## config.mk

```make
export PLATFORM = sky130hd
export DESIGN_NAME = dma_cmd_top
export DESIGN_NICKNAME = d
export VERILOG_FILES = /design/src/logic/dma_cmd_pkg.sv /design/src/logic/dma_split_if.sv /design/src/logic/dma_job_if.sv /design/src/logic/dma_cmd_top.sv /design/src/logic/dma_cmd_emit.sv /design/src/logic/dma_len_calc.sv /design/src/logic/dma_cmd_fetch.sv
export SDC_FILE = /design/constraint.sdc
export NUM_CORES = 1
export LEC_CHECK = 0
export ABC_AREA = 1
export ABC_CLOCK_PERIOD_IN_PS = 19560
export BUFFER_PORTS_ARGS = -buffer_cell sky130_fd_sc_hd__buf_2
export CORE_ASPECT_RATIO = 0.75
export CORE_MARGIN = 3
export CORE_UTILIZATION = 40
export DETAILED_ROUTE_END_ITERATION = 12
export GPL_ROUTABILITY_DRIVEN = 1
export SLEW_MARGIN = 30
export SYNTH_ARGS = -nofsm -noshare
export SYNTH_HDL_FRONTEND = slang
export SYNTH_SLANG_ARGS = --single-unit
```

## constraint.sdc

```tcl
create_clock -name pcie_user_clk -period 19.56 [get_ports pcie_user_clk]
set_input_delay 3.912 -clock pcie_user_clk [delete_from_list [all_inputs] [get_ports pcie_user_clk]]
set_output_delay 3.912 -clock pcie_user_clk [all_outputs]
set_load 0.02 [all_outputs]
```

## src/logic/dma_cmd_pkg.sv

```systemverilog
package dma_cmd_pkg;

  localparam int SLOT_TAG_W  = 10;
  localparam int HOST_ADDR_W = 48;   // byte address
  localparam int PAGE_DW     = 1024; // dwords in a 4 KB page
  localparam int DEV_PAD_W   = 6;

  // command word 0
  localparam int F_DEV_LEN_LSB  = 30;
  localparam int F_SLOT_LSB     = 41;
  localparam int F_DIR_BIT      = 51;
  localparam int F_TYPE_BIT     = 52;
  // command word 1
  localparam int F_OFFSET_LSB   = 46; // 4 KB page index
  localparam int F_AUTO_CPL_BIT = 55;

  typedef logic [SLOT_TAG_W-1:0]  slot_tag_t;
  typedef logic [29:0]            dev_addr_t;      // byte bits 31:2
  typedef logic [10:0]            dw_len_t;        // up to 1024
  typedef logic [9:0]             page_off_t;
  typedef logic [8:0]             page_idx_t;
  typedef logic [HOST_ADDR_W-3:0] host_addr_t;     // dword address
  typedef logic [55:0]            dma_cmd_word_t;
  typedef logic [53:0]            prp_word_t;      // prp in 45:0
  typedef logic [29:0]            dev_cmd_word_t;
  typedef logic [45:0]            pcie_cmd_word_t;

  typedef enum logic [2:0] {
    FS_IDLE,
    FS_CMD0,   // pop word 0
    FS_CMD1,   // pop word 1
    FS_PRP_A1, // prp1 address out
    FS_PRP_A2, // prp2 address out, prp1 data in
    FS_PRP_D2, // prp2 data in
    FS_VALID
  } fetch_state_t;

  typedef enum logic [3:0] {
    ES_IDLE,
    ES_CHECK,
    ES_CMD0,
    ES_CMD1,
    ES_CMD2,
    ES_CMD3,
    ES_CHECK_DEV,
    ES_DEV2,
    ES_DEV3
  } emit_state_t;

endpackage
```

## src/logic/dma_split_if.sv

```systemverilog
`timescale 1ns/1ns

interface dma_split_if
  import dma_cmd_pkg::*;
();

  logic       valid;
  logic       ready;
  slot_tag_t  slot_tag;
  logic       dir;
  logic       cmd_type;
  logic       auto_cpl;
  dev_addr_t  dev_addr;
  dw_len_t    len1;
  dw_len_t    len2;
  logic       second_valid; // crosses a host page
  host_addr_t host_addr1;
  host_addr_t host_addr2;

  modport src (
    output valid, slot_tag, dir, cmd_type, auto_cpl, dev_addr,
    output len1, len2, second_valid, host_addr1, host_addr2,
    input  ready
  );

  modport dst (
    input  valid, slot_tag, dir, cmd_type, auto_cpl, dev_addr,
    input  len1, len2, second_valid, host_addr1, host_addr2,
    output ready
  );

endinterface

```

## src/logic/dma_job_if.sv

```systemverilog
`timescale 1ns/1ns

interface dma_job_if
  import dma_cmd_pkg::*;
();

  logic       valid;
  logic       ready;
  slot_tag_t  slot_tag;
  logic       dir;      // 1 is tx
  logic       cmd_type; // 1 is direct, 0 is prp
  logic       auto_cpl;
  dev_addr_t  dev_addr;
  dw_len_t    dev_len;
  page_idx_t  page_idx;
  host_addr_t prp1;
  host_addr_t prp2;

  modport src (
    output valid, slot_tag, dir, cmd_type, auto_cpl,
    output dev_addr, dev_len, page_idx, prp1, prp2,
    input  ready
  );

  modport dst (
    input  valid, slot_tag, dir, cmd_type, auto_cpl,
    input  dev_addr, dev_len, page_idx, prp1, prp2,
    output ready
  );

endinterface

```

## src/logic/dma_cmd_top.sv

```systemverilog
`timescale 1ns/1ns

module dma_cmd_top
  import dma_cmd_pkg::*;
(
  input  logic                pcie_user_clk,
  input  logic                pcie_user_rst_n,

  input  logic                dma_cmd_empty_n,
  input  dma_cmd_word_t       dma_cmd_rd_data,
  output logic                dma_cmd_rd_en,

  output logic [SLOT_TAG_W:0] hcmd_prp_rd_addr,
  input  prp_word_t           hcmd_prp_rd_data,

  output logic                dev_rx_cmd_wr_en,
  input  logic                dev_rx_cmd_full_n,
  output logic                dev_tx_cmd_wr_en,
  input  logic                dev_tx_cmd_full_n,
  output dev_cmd_word_t       dev_cmd_wr_data,   // shared by rx and tx

  output logic                pcie_cmd_wr_en,
  output pcie_cmd_word_t      pcie_cmd_wr_data,
  input  logic                pcie_cmd_full_n
);

  dma_job_if   job_if ();
  dma_split_if split_if ();

  dma_cmd_fetch u_fetch (
    .pcie_user_clk    (pcie_user_clk),
    .pcie_user_rst_n  (pcie_user_rst_n),
    .dma_cmd_empty_n  (dma_cmd_empty_n),
    .dma_cmd_rd_data  (dma_cmd_rd_data),
    .dma_cmd_rd_en    (dma_cmd_rd_en),
    .hcmd_prp_rd_addr (hcmd_prp_rd_addr),
    .hcmd_prp_rd_data (hcmd_prp_rd_data),
    .job              (job_if.src)
  );

  dma_len_calc u_len_calc (
    .pcie_user_clk   (pcie_user_clk),
    .pcie_user_rst_n (pcie_user_rst_n),
    .job             (job_if.dst),
    .split           (split_if.src)
  );

  dma_cmd_emit u_emit (
    .pcie_user_clk     (pcie_user_clk),
    .pcie_user_rst_n   (pcie_user_rst_n),
    .split             (split_if.dst),
    .dev_rx_cmd_wr_en  (dev_rx_cmd_wr_en),
    .dev_tx_cmd_wr_en  (dev_tx_cmd_wr_en),
    .dev_cmd_wr_data   (dev_cmd_wr_data),
    .dev_rx_cmd_full_n (dev_rx_cmd_full_n),
    .dev_tx_cmd_full_n (dev_tx_cmd_full_n),
    .pcie_cmd_wr_en    (pcie_cmd_wr_en),
    .pcie_cmd_wr_data  (pcie_cmd_wr_data),
    .pcie_cmd_full_n   (pcie_cmd_full_n)
  );

endmodule

```

## src/logic/dma_cmd_emit.sv

```systemverilog
`timescale 1ns/1ns

module dma_cmd_emit
  import dma_cmd_pkg::*;
(
  input  logic           pcie_user_clk,
  input  logic           pcie_user_rst_n,
  dma_split_if.dst       split,
  output logic           dev_rx_cmd_wr_en,
  output logic           dev_tx_cmd_wr_en,
  output dev_cmd_word_t  dev_cmd_wr_data,
  input  logic           dev_rx_cmd_full_n,
  input  logic           dev_tx_cmd_full_n,
  output logic           pcie_cmd_wr_en,
  output pcie_cmd_word_t pcie_cmd_wr_data,
  input  logic           pcie_cmd_full_n
);

  emit_state_t state;
  emit_state_t next_state;
  slot_tag_t   slot_tag;
  logic        dir;
  logic        cmd_type;
  logic        auto_cpl;
  logic        second_valid;
  dev_addr_t   dev_addr;
  dw_len_t     len1;
  dw_len_t     len2;
  host_addr_t  host_addr1;
  host_addr_t  host_addr2;
  logic        dev_full_n;
  logic        both_full_n;
  logic        dev_wr;
  logic        pcie_wr;

  assign dev_full_n  = dir ? dev_tx_cmd_full_n : dev_rx_cmd_full_n;
  assign both_full_n = dev_full_n && pcie_cmd_full_n;
  assign split.ready = (state == ES_IDLE);

  always_ff @(posedge pcie_user_clk or negedge pcie_user_rst_n) begin
    if (!pcie_user_rst_n) begin
      state <= ES_IDLE;
    end else begin
      state <= next_state;
    end
  end

  // each write state also holds while its fifo is full
  always_comb begin
    next_state = state;
    case (state)
      ES_IDLE:      if (split.valid) next_state = ES_CHECK;
      ES_CHECK:     if (both_full_n) next_state = ES_CMD0;
      ES_CMD0:      if (both_full_n) next_state = ES_CMD1;
      ES_CMD1:      if (both_full_n) next_state = ES_CMD2;
      ES_CMD2:      if (pcie_cmd_full_n) next_state = ES_CMD3;
      ES_CMD3:      if (pcie_cmd_full_n) next_state = second_valid ? ES_CHECK_DEV : ES_IDLE;
      ES_CHECK_DEV: if (dev_full_n) next_state = ES_DEV2;
      ES_DEV2:      if (dev_full_n) next_state = ES_DEV3;
      ES_DEV3:      if (dev_full_n) next_state = ES_IDLE;
      default:      next_state = ES_IDLE;
    endcase
  end

  always_ff @(posedge pcie_user_clk) begin
    if (split.valid && split.ready) begin
      slot_tag     <= split.slot_tag;
      dir          <= split.dir;
      cmd_type     <= split.cmd_type;
      auto_cpl     <= split.auto_cpl;
      second_valid <= split.second_valid;
      dev_addr     <= split.dev_addr;
      len1         <= split.len1;
      len2         <= split.len2;
      host_addr1   <= split.host_addr1;
      host_addr2   <= split.host_addr2;
    end
  end

  assign dev_wr  = ((state == ES_CMD0 || state == ES_CMD1) && both_full_n) ||
                   ((state == ES_DEV2 || state == ES_DEV3) && dev_full_n);
  assign pcie_wr = ((state == ES_CMD0 || state == ES_CMD1) && both_full_n) ||
                   ((state == ES_CMD2 || state == ES_CMD3) && pcie_cmd_full_n);

  assign dev_rx_cmd_wr_en = dev_wr && !dir;
  assign dev_tx_cmd_wr_en = dev_wr && dir;
  assign pcie_cmd_wr_en   = pcie_wr;

  always_comb begin
    case (state)
      ES_CMD0: begin
        dev_cmd_wr_data = {{DEV_PAD_W{1'b0}}, auto_cpl, cmd_type, !second_valid,
                           slot_tag, len1}; // last unless split
      end
      ES_CMD1: dev_cmd_wr_data = dev_addr;
      ES_DEV2: dev_cmd_wr_data = {{DEV_PAD_W{1'b0}}, auto_cpl, cmd_type, 1'b1, slot_tag, len2};
      ES_DEV3: dev_cmd_wr_data = dev_addr + dev_addr_t'(len1);
      default: dev_cmd_wr_data = '0;
    endcase
  end

  always_comb begin
    case (state)
      ES_CMD0: pcie_cmd_wr_data = pcie_cmd_word_t'({auto_cpl, cmd_type, dir, second_valid,
                                                    slot_tag});
      ES_CMD1: pcie_cmd_wr_data = pcie_cmd_word_t'({len1, len2});
      ES_CMD2: pcie_cmd_wr_data = host_addr1;
      ES_CMD3: pcie_cmd_wr_data = host_addr2;
      default: pcie_cmd_wr_data = '0;
    endcase
  end

  a_no_wr_when_full: assert property (@(posedge pcie_user_clk) disable iff (!pcie_user_rst_n)
    (dev_rx_cmd_wr_en -> dev_rx_cmd_full_n) && (dev_tx_cmd_wr_en -> dev_tx_cmd_full_n) &&
    (pcie_cmd_wr_en -> pcie_cmd_full_n));

  // one command never feeds both device fifos
  a_rx_tx_exclusive: assert property (@(posedge pcie_user_clk) disable iff (!pcie_user_rst_n)
    !(dev_rx_cmd_wr_en && dev_tx_cmd_wr_en));

endmodule

```

## src/logic/dma_len_calc.sv

```systemverilog
`timescale 1ns/1ns

module dma_len_calc
  import dma_cmd_pkg::*;
(
  input  logic     pcie_user_clk,
  input  logic     pcie_user_rst_n,
  dma_job_if.dst   job,
  dma_split_if.src split
);

  logic                                           accept;
  logic                                           is_prp;
  logic [$bits(page_idx_t)+$bits(page_off_t)-1:0] page_sum;
  page_idx_t                                      page_n;
  page_off_t                                      page_o;
  host_addr_t                                     prp1_base;
  host_addr_t                                     prp2_base;

  assign job.ready = !split.valid || split.ready; // empty or draining
  assign accept    = job.valid && job.ready;
  assign is_prp    = !job.cmd_type;

  // page index in 4 KB units plus the dword offset of prp1
  assign page_sum         = {job.page_idx, page_off_t'(0)} + page_off_t'(job.prp1);
  assign {page_n, page_o} = page_sum;

  assign prp1_base = job.prp1 & ~host_addr_t'(PAGE_DW - 1);
  assign prp2_base = job.prp2 & ~host_addr_t'(PAGE_DW - 1);

  always_ff @(posedge pcie_user_clk or negedge pcie_user_rst_n) begin
    if (!pcie_user_rst_n) begin
      split.valid <= 1'b0;
    end else if (accept) begin
      split.valid <= 1'b1;
    end else if (split.ready) begin
      split.valid <= 1'b0;
    end
  end

  always_ff @(posedge pcie_user_clk) begin
    if (accept) begin
      split.slot_tag <= job.slot_tag;
      split.dir      <= job.dir;
      split.cmd_type <= job.cmd_type;
      split.auto_cpl <= job.auto_cpl;
      if (is_prp) begin
        split.dev_addr     <= job.dev_addr & ~dev_addr_t'(PAGE_DW - 1); // page aligned
        split.len1         <= dw_len_t'(PAGE_DW) - dw_len_t'(page_o);
        split.len2         <= dw_len_t'(page_o);
        split.second_valid <= (page_o != '0);
        split.host_addr1   <= ((page_n == '0) ? prp1_base : prp2_base) | host_addr_t'(page_o);
        split.host_addr2   <= prp2_base;
      end else begin
        split.dev_addr     <= job.dev_addr;
        split.len1         <= job.dev_len;
        split.len2         <= '0;
        split.second_valid <= 1'b0;
        split.host_addr1   <= job.prp1;
        split.host_addr2   <= '0;
      end
    end
  end

  // beyond prp2 the data pointer would come from a prp list
  a_prp_no_list: assert property (@(posedge pcie_user_clk) disable iff (!pcie_user_rst_n)
    accept && is_prp |-> (page_n == '0) || (page_n == 1 && page_o == '0));

endmodule

```

## src/logic/dma_cmd_fetch.sv

```systemverilog
`timescale 1ns/1ns

module dma_cmd_fetch
  import dma_cmd_pkg::*;
(
  input  logic                pcie_user_clk,
  input  logic                pcie_user_rst_n,
  input  logic                dma_cmd_empty_n,
  input  dma_cmd_word_t       dma_cmd_rd_data,
  output logic                dma_cmd_rd_en,
  output logic [SLOT_TAG_W:0] hcmd_prp_rd_addr,
  input  prp_word_t           hcmd_prp_rd_data,
  dma_job_if.src              job
);

  fetch_state_t state;
  fetch_state_t next_state;

  always_ff @(posedge pcie_user_clk or negedge pcie_user_rst_n) begin
    if (!pcie_user_rst_n) begin
      state <= FS_IDLE;
    end else begin
      state <= next_state;
    end
  end

  always_comb begin
    next_state = state;
    case (state)
      FS_IDLE:   if (dma_cmd_empty_n) next_state = FS_CMD0;
      FS_CMD0:   next_state = FS_CMD1;
      FS_CMD1:   next_state = job.cmd_type ? FS_VALID : FS_PRP_A1;
      FS_PRP_A1: next_state = FS_PRP_A2;
      FS_PRP_A2: next_state = FS_PRP_D2;
      FS_PRP_D2: next_state = FS_VALID;
      FS_VALID:  if (job.ready) next_state = FS_IDLE;
      default:   next_state = FS_IDLE;
    endcase
  end

  // decode both words, then overwrite prp1 from the table on prp commands
  always_ff @(posedge pcie_user_clk) begin
    case (state)
      FS_CMD0: begin
        job.dev_addr <= dma_cmd_rd_data[$bits(dev_addr_t)-1:0];
        job.dev_len  <= dma_cmd_rd_data[F_DEV_LEN_LSB +: $bits(dw_len_t)];
        job.slot_tag <= dma_cmd_rd_data[F_SLOT_LSB +: SLOT_TAG_W];
        job.dir      <= dma_cmd_rd_data[F_DIR_BIT];
        job.cmd_type <= dma_cmd_rd_data[F_TYPE_BIT];
      end
      FS_CMD1: begin
        job.prp1     <= dma_cmd_rd_data[$bits(host_addr_t)-1:0]; // host addr on direct
        job.page_idx <= dma_cmd_rd_data[F_OFFSET_LSB +: $bits(page_idx_t)];
        job.auto_cpl <= dma_cmd_rd_data[F_AUTO_CPL_BIT];
      end
      FS_PRP_A2: begin
        job.prp1 <= hcmd_prp_rd_data[$bits(host_addr_t)-1:0];
      end
      FS_PRP_D2: begin
        job.prp2 <= hcmd_prp_rd_data[$bits(host_addr_t)-1:0];
      end
      default: begin
      end
    endcase
  end

  assign dma_cmd_rd_en    = (state == FS_CMD0) || (state == FS_CMD1);
  assign hcmd_prp_rd_addr = {job.slot_tag, state == FS_PRP_A2}; // low bit picks prp2
  assign job.valid        = (state == FS_VALID);

  // a pair is popped only once the fifo has announced it
  a_pop_needs_pair: assert property (@(posedge pcie_user_clk) disable iff (!pcie_user_rst_n)
    $rose(dma_cmd_rd_en) |-> dma_cmd_empty_n);

endmodule

```

## Word level (Yosys, flattened, before mapping)

Cells that the tools add are included.
Widths: inputs -> output; s select.

| cells by class | value |
|---|---|
| equal/unequal tests | 25 |
| reductions and logical operators | 26 |
| multiplexer cells | 24 |
| add/subtract/negate cells | 3 |
| bitwise operators | 1 |

Operators with widths:

| cell | count |
|---|---|
| $pmux 46 s4 | 1 |
| $pmux 30 s4 | 1 |
| $mux 46 | 2 |
| $pmux 46 s2 | 1 |
| $or 46x10->46 | 1 |
| $mux 4 | 9 |
| $pmux 4 s9 | 1 |
| $add 30x11->30 | 1 |
| $pmux 3 s7 | 1 |
| $add 19x10->19 | 1 |
| $eq 4x3->1 const B | 4 |
| $mux 3 | 4 |
| $ne 2x1->1 const B | 6 |
| $mux 11 | 1 |
| $sub 11x10->11 const A | 1 |
| $ne 2x2->1 const B | 5 |
| $reduce_bool 10->1 | 1 |
| $eq 3x3->1 const B | 3 |
| $logic_not 9->1 | 1 |
| $reduce_and 9->1 | 1 |
| $eq 4x2->1 const B | 2 |
| $logic_and 1x1->1 | 8 |
| $logic_or 1x1->1 | 7 |
| $eq 3x2->1 const B | 2 |
| 9 further kinds | 14 |

| word-level totals | value |
|---|---|
| register bits | 479 |
| input port bits | 116 |
| output and inout bits | 91 |
| word-level logic and storage cells | 114 |

## Longest topological paths before layout

Gate-level depths: netlist of the first run.

| depth | value |
|---|---|
| depth in word-level cells | 5 |
| gate-level depth with buffers | 13 |
| mapped depth without buffers | 13 |

## By module

Synthesis of the first run repeated with hierarchy kept, for this count alone.

| unflattened totals | value |
|---|---|
| cells, all modules | 1,615 |
| area, all modules | 19,281.0 µm² |

Modules (own cells, without submodules):

| module | area each (µm²) | instances | seq. area each (µm²) | cells an instance |
|---|---|---|---|---|
| dma_cmd_emit | 7,875.1 | 1 | 4,844.6 | 789 |
| dma_len_calc | 5,885.6 | 1 | 4,439.3 | 482 |
| dma_cmd_fetch | 5,520.3 | 1 | 4,729.5 | 344 |

## Worst setup path before layout of the first run

Ideal clock, no wire load.

| timing | value |
|---|---|
| path kind | input port to output port |
| start point | input port dev_tx_cmd_full_n |
| end point | output port dev_rx_cmd_wr_en |
| buffers on the path | 0 |
| required time | 15,648 ps |
| stages | 6 |
| slack | 11,098 ps |
| data arrival time | 4,550 ps |
| cells stage by stage | nand2_1 -> nand2_1 -> nand4_1 -> nand2_1 -> inv_1 -> nor2_1 |

| between the ends | value |
|---|---|
| word-level cells in the longest chain between the ends | 5 |

Ends and longest elaborated chain:

| item | RTL line | RTL |
|---|---|---|
| start, declared | dma_cmd_top.sv:19 | `input logic dev_tx_cmd_full_n,` |
| $mux 1 (*) | dma_cmd_emit.sv:36 | `assign dev_full_n = dir ? dev_tx_cmd_full_n : dev_rx_cmd_full_n;` |
| $logic_and 1x1->1 | dma_cmd_emit.sv:37 | `assign both_full_n = dev_full_n && pcie_cmd_full_n;` |
| $logic_and 1x1->1 | dma_cmd_emit.sv:80 | `assign dev_wr = ((state == ES_CMD0 \|\| state == ES_CMD1) && both_full_n) \|\|` |
| $logic_or 1x1->1 (*) | dma_cmd_emit.sv:80 |  |
| $logic_and 1x1->1 (*) | dma_cmd_emit.sv:85 | `assign dev_rx_cmd_wr_en = dev_wr && !dir;` |
| end, declared | dma_cmd_top.sv:16 | `output logic dev_rx_cmd_wr_en,` |

Mark *: on every way between the ends. The rest lies on a longest branch, timed or not.

## Worst setup path in the final report of the first run

Same ends and word-level chain as after synthesis.

==> results of run 1 <==
## metal layers
| layer | vias to the layer above | track usage |
|---|---|---|
| met2 | 415 | 0.310 |
| li1 | 5477 | - |
| met5 | - | 0 |
| met3 | 72 | 0.0437 |
| met1 | 5547 | 0.280 |
| met4 | 2 | 0.0591 |
## cell usage after synthesis, drive strengths merged
library cell / n / area, µm²
a21oi: 22 / 110
nand4: 18 / 113
a21boi: 2 / 15.0
fa: 1 / 20.0
nor2: 108 / 443
a221oi: 8 / 70.1
dfrtp: 8 / 200
xor2: 1 / 8.76
o21ai: 65 / 325
a31oi: 2 / 12.5
nand3b: 7 / 52.6
or2: 4 / 25.0
o22ai: 1 / 6.26
xnor2: 1 / 8.76
inv: 135 / 507
a22o: 27 / 236
and2: 2 / 12.5
nor4: 1 / 6.26
buf: 32 / 184
o211ai: 11 / 82.6
nor3: 9 / 45.0
a221o: 3 / 30.0
mux2i: 1 / 10.0
o31ai: 1 / 7.51
ha: 12 / 150
o21bai: 2 / 15.0
clkbuf: 14 / 63.8
o2111ai: 3 / 26.3
nand2: 437 / 1650
nand3: 74 / 375
clkinv: 1 / 3.75
edfxtp: 439 / 13200
## logic make-up after synthesis
| logic type | count (synthesis) | share of synthesized area |
|---|---|---|
| flops | 447 | 0.743 |
| fa+ha+maj | 13 | 0.00945 |
| simple gates | 660 | 0.151 |
| xor+xnor | 2 | 0.000973 |
| compound gates | 147 | 0.0521 |
| mux | 1 | 0.000556 |
| buf+inv | 182 | 0.0421 |
## power groups by stage
| stage | combinational, µW | sequential (µW) | clock [µW] |
|---|---|---|---|
| after floorplan | 475 | 1450 | 0 |
| after global placement | 766 | 1440 | 0 |
| after detailed placement | 776 | 1450 | 0 |
| after CTS | 779 | 1430 | 894 |
| after global routing | 842 | 1450 | 933 |
| final | 769 | 1430 | 873 |
## registers in the layout (all words and copies together) (netlist names), 10 cells and up
signal                       count
u_emit.host_addr1               46
u_fetch.job.prp1                46
u_len_calc.split.host_addr1     46
u_emit.host_addr2               36
u_fetch.job.prp2                36
u_len_calc.split.host_addr2     36
u_emit.dev_addr                 30
u_fetch.job.dev_addr            30
u_len_calc.split.dev_addr       30
u_emit.len1                     11
u_fetch.job.dev_len             11
u_len_calc.split.len1           11
u_emit.len2                     10
u_emit.slot_tag                 10
u_fetch.job.slot_tag            10
u_len_calc.split.len2           10
u_len_calc.split.slot_tag       10
## cell type report
class / instances / area, µm² / share of cell area
antenna: 1 / 2.50 / 0.000118
clock buffer: 54 / 1180 / 0.0559
clock inverter: 24 / 305 / 0.0144
inverter: 136 / 513 / 0.0243
multi-input combinational: 823 / 3920 / 0.185
sequential: 447 / 13400 / 0.633
tap: 578 / 723 / 0.0342
timing repair buffer: 214 / 1110 / 0.0526
## worst paths after layout
path,from,endpoint,slack [ns],cells past startpoint
setup reg to reg,u_emit.state[2]$_DFFE_PN0P_,u_emit.host_addr2[28]$_DFFE_PP_,15.92,5
hold reg to reg,u_len_calc.split.dev_addr[13]$_DFFE_PP_,u_emit.dev_addr[13]$_DFFE_PP_,0.41,0
min in group asynchronous,pcie_user_rst_n,u_fetch.state[2]$_DFFE_PN0P_,3.21,1
hold / removal,u_len_calc.split.dev_addr[13]$_DFFE_PP_,u_emit.dev_addr[13]$_DFFE_PP_,0.41,0
setup / recovery,dev_tx_cmd_full_n,dev_rx_cmd_wr_en,10.95,8
max in group asynchronous,pcie_user_rst_n,u_emit.state[0]$_DFFE_PN0P_,16.14,1
## layout by cell type, fill, tap and decap left out, types with 4 or more instances in the layout
cell type,synthesis,layout
nor3_1,9,7
clkbuf_16,0,46
a21oi_1,22,22
buf_4,5,16
edfxtp_1,439,439
clkinvlp_4,0,6
nand3_1,73,73
a22o_1,27,27
nand3b_1,7,7
buf_2,24,198
nor2_1,99,94
nand2_2,5,8
nor2_2,6,5
inv_1,130,129
dfrtp_1,8,8
clkinv_1,1,6
inv_2,5,5
nor2_4,3,9
or2_2,4,4
clkbuf_1,12,8
a221oi_1,8,8
bufinv_16,0,6
nand4_1,18,18
ha_1,12,12
o21ai_0,62,62
nand2_1,432,429
o211ai_1,11,11
## stage by stage
stage | worst slack [ns] | hold slack (ns) | std cells | area [µm²] | utilization
global route | 10.85 | 0.416 | 2276 | 21100 | 0.481
finish | 10.95 | 0.407 | 2277 | 21100 | 0.481
floorplan | 11.10 | 0.400 | 1452 | 18000 | -
global placement | 10.97 | 0.400 | 2198 | 19600 | 0.447
detailed placement | 10.97 | 0.405 | 2198 | 19700 | 0.447
CTS | 10.96 | 0.405 | 2276 | 21100 | 0.481
==> flow_summary.yaml, run 1 <==
placement:
  io_buffer_count: 198
  dp_hpwl_um: 32000
  gp_congestion: 0.887
clocking:
  cts_root_buf: "clkbuf_16"
  hold_buffers: 0
  clk_pin_slew_ns: 0.07
  clock-sinks: 447
  htree_levels: 2
  insertion_delay_ns: 0.57
  tritoncts: "done"
  numCtsBuffers: 45
  clock_path_buffers: 3
  cts_resized: 0
  post_cts_buffers: 0
setup_path:
  cp_common_cell: "nand2_1"
  critPathSlowestCell: "buf_2"
  critPathArrivalTime_ns: 4.70
  crit_required_ns: 15.65
  cpPeakStageDelay_ns: 0.17
  path_cells: "buf_2 -> nand2_1 -> nand2_1 -> nand4_1 -> nand2_1 -> inv_1 -> nor2_1 -> buf_2"
  endpoint_kind: "output port"
  worstSetupPathType: "primary input to output port"
  cp_max_fo: 5
  crit_family: "simple AND/OR/NAND/NOR gates"
  crit_buf_inv: 3
  cp-start-kind: "primary input"
power:
  intPower_uw: 2050
  powerDensity_nw_per_um2: 145
  switchingPower_uw: 1020
  sw_frac_of_total: 0.333
  seq_power_share: 0.466
  peakVddDrop_mv: 0.0720
  p_leak_uw: 0.00831
  pwr-share-comb: 0.250
  clkPwrFrac: 0.284
  power_uw: 3070
synth:
  synth.distinct_cells: 44
  postSynthNetCount: 1581
  ys_seq_elements: 447
  syn_area_um2: 18000
  syn_inst: 1452
  ys.warnings.count: 0
  syn_area_per_cell_um2: 12.4
  seq_area_frac_synth: 0.743
grt:
  antenna_found_initial: 3
  grt_use_total: 0.198
  grt_max_degree: 73
  grt_pass1_vias: 11018
  grt_pass1_wl_um: 69200
  overflow: 0
finish:
  fillers: 3933
  area_delta_synth_final_pct: 17.4
  finalNetCount: 1796
  layout-drive-gt1-share: 0.185
sta:
  setup-violations-final: 0
  slew_violations: 0
  fin_tns_setup_ns: 0
  fin_crit_ns: 8.61
  relSlewSlack: 0.373
  period_share: 0.440
  rsz0062_at_grt: "false"
  hold_violations: 0
  worst_pin_slew_ns: 0.938
  fin_skew_ns: 0.0162
  clock.fmax_ghz: 0.116
route:
  dr.max_layer_used: "met5"
  vias_per_cell: 5.06
  routedWlPerCell_um: 20.7
  drt_iter0_drc: 1014
  dr.pass1.iters: 5
  wl_um: 47100
  wl_met1_um: 20800
  dr_wl_met3_um: 3710
  vias: 11513
  ant_nets: 0
  drc_errors: 0
  wl_met2_um: 21400
die:
  ios: 207
  initial_utilization: 0.410
  fp-row-count: 66
  die_area_um2: 47600
  die_h_um: 190
  core_um2: 43900
  fp.dieW_um: 251
job:
  drv_cap: 0
status:
  status: "finished, final reports clean"
hold_path:
  min_path_type: "flip-flop to flip-flop"
Power figures use the tool's default switching activity.
==> run 2: changes to the inputs <==
Settings changed: ABC_CLOCK_PERIOD_IN_PS 19560 to 7000.
Clock period 19.56 ns to 7 ns, I/O delays scaled along.
==> flow_summary.yaml, run 2 (synthesis gave the netlist of run 1 again) <==
status:
  status: "finished, final reports clean"
hold_path:
  holdPathStages: 0
  min_path_type: "flip-flop to flip-flop"
clocking:
  cts_resized: 0
  clk_pin_slew_ns: 0.06
  insertion_delay_ns: 0.55
  tritoncts: "done"
  clock-sinks: 447
  clock_path_buffers: 3
  cts_root_buf: "clkbuf_16"
  hold_buffers: 0
  htree_levels: 2
  numCtsBuffers: 45
  post_cts_buffers: 0
power:
  peakVddDrop_mv: 0.265
  seq_power_share: 0.468
  p_leak_uw: 0.00832
  clkPwrFrac: 0.280
  power_uw: 8550
  intPower_uw: 5690
  sw_frac_of_total: 0.334
  pwr-share-comb: 0.252
  switchingPower_uw: 2860
  powerDensity_nw_per_um2: 405
setup_path:
  cp-start-kind: "flip-flop"
  critPathArrivalTime_ns: 3.14
  rr_worst_depth: 4
  endpoint_kind: "output port"
  cpPeakStageDelay_ns: 0.50
  critPathSlowestCell: "inv_1"
  crit_required_ns: 5.60
  cp_max_fo: 39
  path_cells: "nor2_2 -> inv_1 -> nor2_2 -> buf_4 -> inv_1 -> o21ai_0 -> a21oi_1 -> o21ai_0 -> buf_2"
  worstSetupPathType: "flip-flop to output port"
route:
  drt_iter0_drc: 1065
  routedWlPerCell_um: 20.7
  ant_nets: 0
  vias: 11676
  vias_per_cell: 5.13
  drc_errors: 0
  wl_um: 47200
  dr.pass1.iters: 6
placement:
  io_buffer_count: 198
  gp_congestion: 0.927
  dp_hpwl_um: 31200
sta:
  rsz0062_at_grt: "false"
  worst_pin_slew_ns: 0.913
  fin_tns_setup_ns: 0
  period_share: 0.648
  fin_crit_ns: 4.54
  hold_violations: 0
  setup-violations-final: 0
  slew_violations: 0
  clock.fmax_ghz: 0.220
  fin_skew_ns: 0.0122
  relSlewSlack: 0.391
job:
  drv_cap: 0
die:
  ios: 207
  initial_utilization: 0.410
  fp.dieW_um: 251
  die_h_um: 190
  die_area_um2: 47600
  core_um2: 43900
  fp-row-count: 66
finish:
  fillers: 3940
  layout-drive-gt1-share: 0.184
  finalNetCount: 1794
  multi_input_area_um2: 3930
  final_common_cell: "edfxtp_1"
  seq_area_um2: 13400
  top_regs: "u_emit.host_addr1 x46, u_fetch.job.prp1 x46, u_len_calc.split.host_addr1 x46"
  final_cell_mix: "439 x edfxtp_1, 429 x nand2_1, 198 x buf_2"
  area_delta_synth_final_pct: 17.4
grt:
  grt_use_total: 0.195
  overflow: 0
  grt_max_degree: 148
  grt_pass1_wl_um: 69300
  antenna_found_initial: 4
  grt_pass1_vias: 11121
## run 2: cell types whose count changed in the layout (fill, tap and decap cells not counted)
cell        before  now
bufinv_16        6    5
nand2_4          0    1
clkinvlp_4       6    2
inv_4            1    0
clkinv_1         6   12
clkinv_2         2    6
inv_2            5    6
buf_4           16   12
nand2_2          8    7
clkbuf_1         8    5
clkinv_4         2    5
inv_6            2    0
buf_12           0    2
## run 2: critical path: cells and delay by family, from the launching register on
family	cells	cell delay, ns
buf+inv	4	1.28
flops	1	0.43
simple gates	2	0.31
compound gates	3	0.54
## run 2: path summary, 6_finish.rpt
| check | startpoint | endpoint | slack (ns) |
|---|---|---|---|
| max | u_emit.state[2]$_DFFE_PN0P_ | dev_cmd_wr_data[17] | 2.46 |
| min | u_len_calc.split.host_addr1[1]$_DFFE_PP_ | u_emit.host_addr1[1]$_DFFE_PP_ | 0.41 |
| max reg2reg | u_fetch.job.cmd_type$_DFFE_PP_ | u_len_calc.split.host_addr1[11]$_DFFE_PP_ | 4.43 |
| min reg2reg | u_len_calc.split.host_addr1[1]$_DFFE_PP_ | u_emit.host_addr1[1]$_DFFE_PP_ | 0.41 |
| max in group asynchronous | pcie_user_rst_n | u_len_calc.split.valid$_DFFE_PN0P_ | 6.06 |
| min in group asynchronous | pcie_user_rst_n | u_fetch.state[1]$_DFFE_PN0P_ | 0.72 |
## run 2: through the flow
stage / util / setup WS (ns) / cells / instance area, µm² / hold WS [ns]
after floorplan: - / 1.91 / 1452 / 18000 / 0.400
after global placement: 0.448 / 3.08 / 2196 / 19700 / 0.400
after detailed placement: 0.448 / 3.08 / 2196 / 19700 / 0.405
after CTS: 0.481 / 2.49 / 2277 / 21100 / 0.416
after global routing: 0.481 / 2.26 / 2277 / 21100 / 0.421
final: 0.481 / 2.46 / 2278 / 21100 / 0.413
## run 2: power by group through the flow
stage / Clock (µW) / Sequential [µW] / Combinational [µW]
after global placement: 0 / 4040 / 2140
after floorplan: 0 / 4010 / 1330
after CTS: 2450 / 4000 / 2180
after detailed placement: 0 / 4060 / 2170
after global routing: 2560 / 4050 / 2360
final: 2390 / 4000 / 2150
## run 2: metal layers
metal,vias to the layer above,track usage,share of wire
met1,5667,0.280,0.45
met3,90,0.0410,0.077
met5,-,0,0.00076
met2,442,0.304,0.45
met4,6,0.0551,0.026
li1,5471,-,-
## run 2: layout make-up
class	count	area share
Antenna cell	1	0.000118
Inverter	136	0.0242
Multi-Input combinational cell	823	0.186
Timing Repair Buffer	212	0.0531
Clock inverter	30	0.0140
Sequential cell	447	0.633
Tap cell	578	0.0342
Clock buffer	51	0.0554
==> run 3: changes to the inputs <==
Settings changed: ABC_CLOCK_PERIOD_IN_PS 7000 to 4100.
Clock period 7 ns to 4.1 ns, I/O delays scaled along.
==> flow_summary.yaml, run 3 (synthesis gave the netlist of run 1 again) <==
setup_path:
  cp-start-kind: "flip-flop"
  endpoint_kind: "output port"
  crit_required_ns: 3.28
  reg2reg_slack_ns: 1.76
  worstSetupPathType: "flip-flop to output port"
  critPathArrivalTime_ns: 3.01
  cp_max_fo: 5
route:
  drt_iter0_drc: 1100
  routedWlPerCell_um: 20.4
  wl_um: 46700
  drc_errors: 0
  vias_per_cell: 5.01
  dr.pass1.iters: 5
  ant_nets: 0
  vias: 11474
die:
  ios: 207
  initial_utilization: 0.410
  fp.dieW_um: 251
  fp-row-count: 66
  die_h_um: 190
  core_um2: 43900
  die_area_um2: 47600
hold_path:
  min_path_type: "primary input to asynchronous set/reset pin"
clocking:
  clk_pin_slew_ns: 0.06
  tritoncts: "done"
  clock_path_buffers: 3
  htree_levels: 2
  numCtsBuffers: 46
  clock-sinks: 447
  insertion_delay_ns: 0.56
  cts_root_buf: "clkbuf_16"
placement:
  io_buffer_count: 198
  dp_hpwl_um: 32600
  gp_congestion: 0.900
  dp_slack_ns: 0.718
grt:
  overflow: 0
  grt_use_total: 0.197
  grt_pass1_wl_um: 69600
  grt_pass1_vias: 11153
  antenna_found_initial: 4
  grt_max_degree: 118
power:
  peakVddDrop_mv: 0.514
  p_leak_uw: 0.00837
  powerDensity_nw_per_um2: 689
sta:
  setup-violations-final: 0
  worst_pin_slew_ns: 0.988
  fin_skew_ns: 0.0279
  fin_crit_ns: 3.83
  fin_tns_setup_ns: 0
  hold_violations: 0
  fin_ws_ns: 0.272
  period_share: 0.934
  rsz0062_at_grt: "false"
  relSlewSlack: 0.341
  slew_violations: 0
  clock.fmax_ghz: 0.261
finish:
  top_regs: "u_emit.host_addr1 x46, u_fetch.job.prp1 x46, u_len_calc.split.host_addr1 x46"
  final_common_cell: "edfxtp_1"
  finalNetCount: 1805
  area_delta_synth_final_pct: 17.9
  layout-drive-gt1-share: 0.190
  post-route-util: 0.483
  final_cell_mix: "439 x edfxtp_1, 429 x nand2_1, 198 x buf_2"
job:
  drv_cap: 0
status:
  status: "finished, final reports clean"
## run 3: cell types whose count changed in the layout (fill, tap and decap cells not counted), moves of 3 or more
| cell | delta |
|---|---|
| buf_4 | +9 |
| clkbuf_1 | +4 |
| clkinv_1 | -4 |
| clkinv_2 | +3 |
| clkinv_4 | -4 |
## run 3: timing repair
action,CTS,global route
endpoints found under the setup margin,0,1
gates resized for setup,0,2
buffers inserted,0,0
hold buffers,0,0
## run 3: final timing paths
| path | startpoint | end | cells after the start |
|---|---|---|---|
| worst max-delay path | u_emit.len1[0]$_DFFE_PP_ | dev_cmd_wr_data[14] | 12 |
| worst min-delay path | pcie_user_rst_n | u_fetch.state[1]$_DFFE_PN0P_ | 1 |
| worst max register to register | u_fetch.job.page_idx[5]$_DFFE_PP_ | u_len_calc.split.host_addr1[39]$_DFFE_PP_ | 5 |
| worst min register to register | u_fetch.job.auto_cpl$_DFFE_PP_ | u_len_calc.split.auto_cpl$_DFFE_PP_ | 0 |
| max in group asynchronous | pcie_user_rst_n | u_emit.state[0]$_DFFE_PN0P_ | 1 |
| min in group pcie_user_clk | u_fetch.job.auto_cpl$_DFFE_PP_ | u_len_calc.split.auto_cpl$_DFFE_PP_ | 0 |
## run 3: layout make-up
class,instances,area [µm²]
flip-flops and latches,447,13400
well taps,578,723
clock inverters,27,280
inverters,136,510
fillers,3975,22700
clock buffers,55,1180
diodes,1,2.50
multi-input cells,823,3930
repair buffers,222,1210
## run 3: report_power, final
group	total, µW	internal, µW	switching [µW]
combinational	3730	970	2760
sequential	6810	6420	390
clock	4070	2380	1690
## run 3: routing by layer
layer / wire length (µm) / part of all wire / vias to the layer above / GRT usage
li1: - / - / 5491 / -
met1: 20300 / 0.43 / 5504 / 0.278
met2: 21600 / 0.46 / 412 / 0.314
met3: 4060 / 0.087 / 63 / 0.0458
met4: 745 / 0.016 / 4 / 0.0395
met5: 24 / 0.00051 / - / 0
## run 3: through the flow
stage	hold slack, ns	instance area [µm²]	cells	total power [µW]
global route	0.102	21200	2288	15400
finish	0.108	21200	2289	14600
floorplan	0.400	18000	1452	9090
global placement	0.400	19700	2206	10600
CTS	0.0837	21200	2288	14800
detailed placement	0.405	19700	2206	10700
## run 3: worst max-delay path, stage by stage, from the launching register on
cell and delay [ns]:
edfxtp_1 0.41, ha_1 0.31, fa_2 0.41, nand3_1 0.11, nand3_2 0.16, nand2_1 0.10
nand2_1 0.12, nand2_1 0.10, nand2_1 0.10, nand2_1 0.08, nand3_1 0.16, nand3b_1 0.19
buf_2 0.18
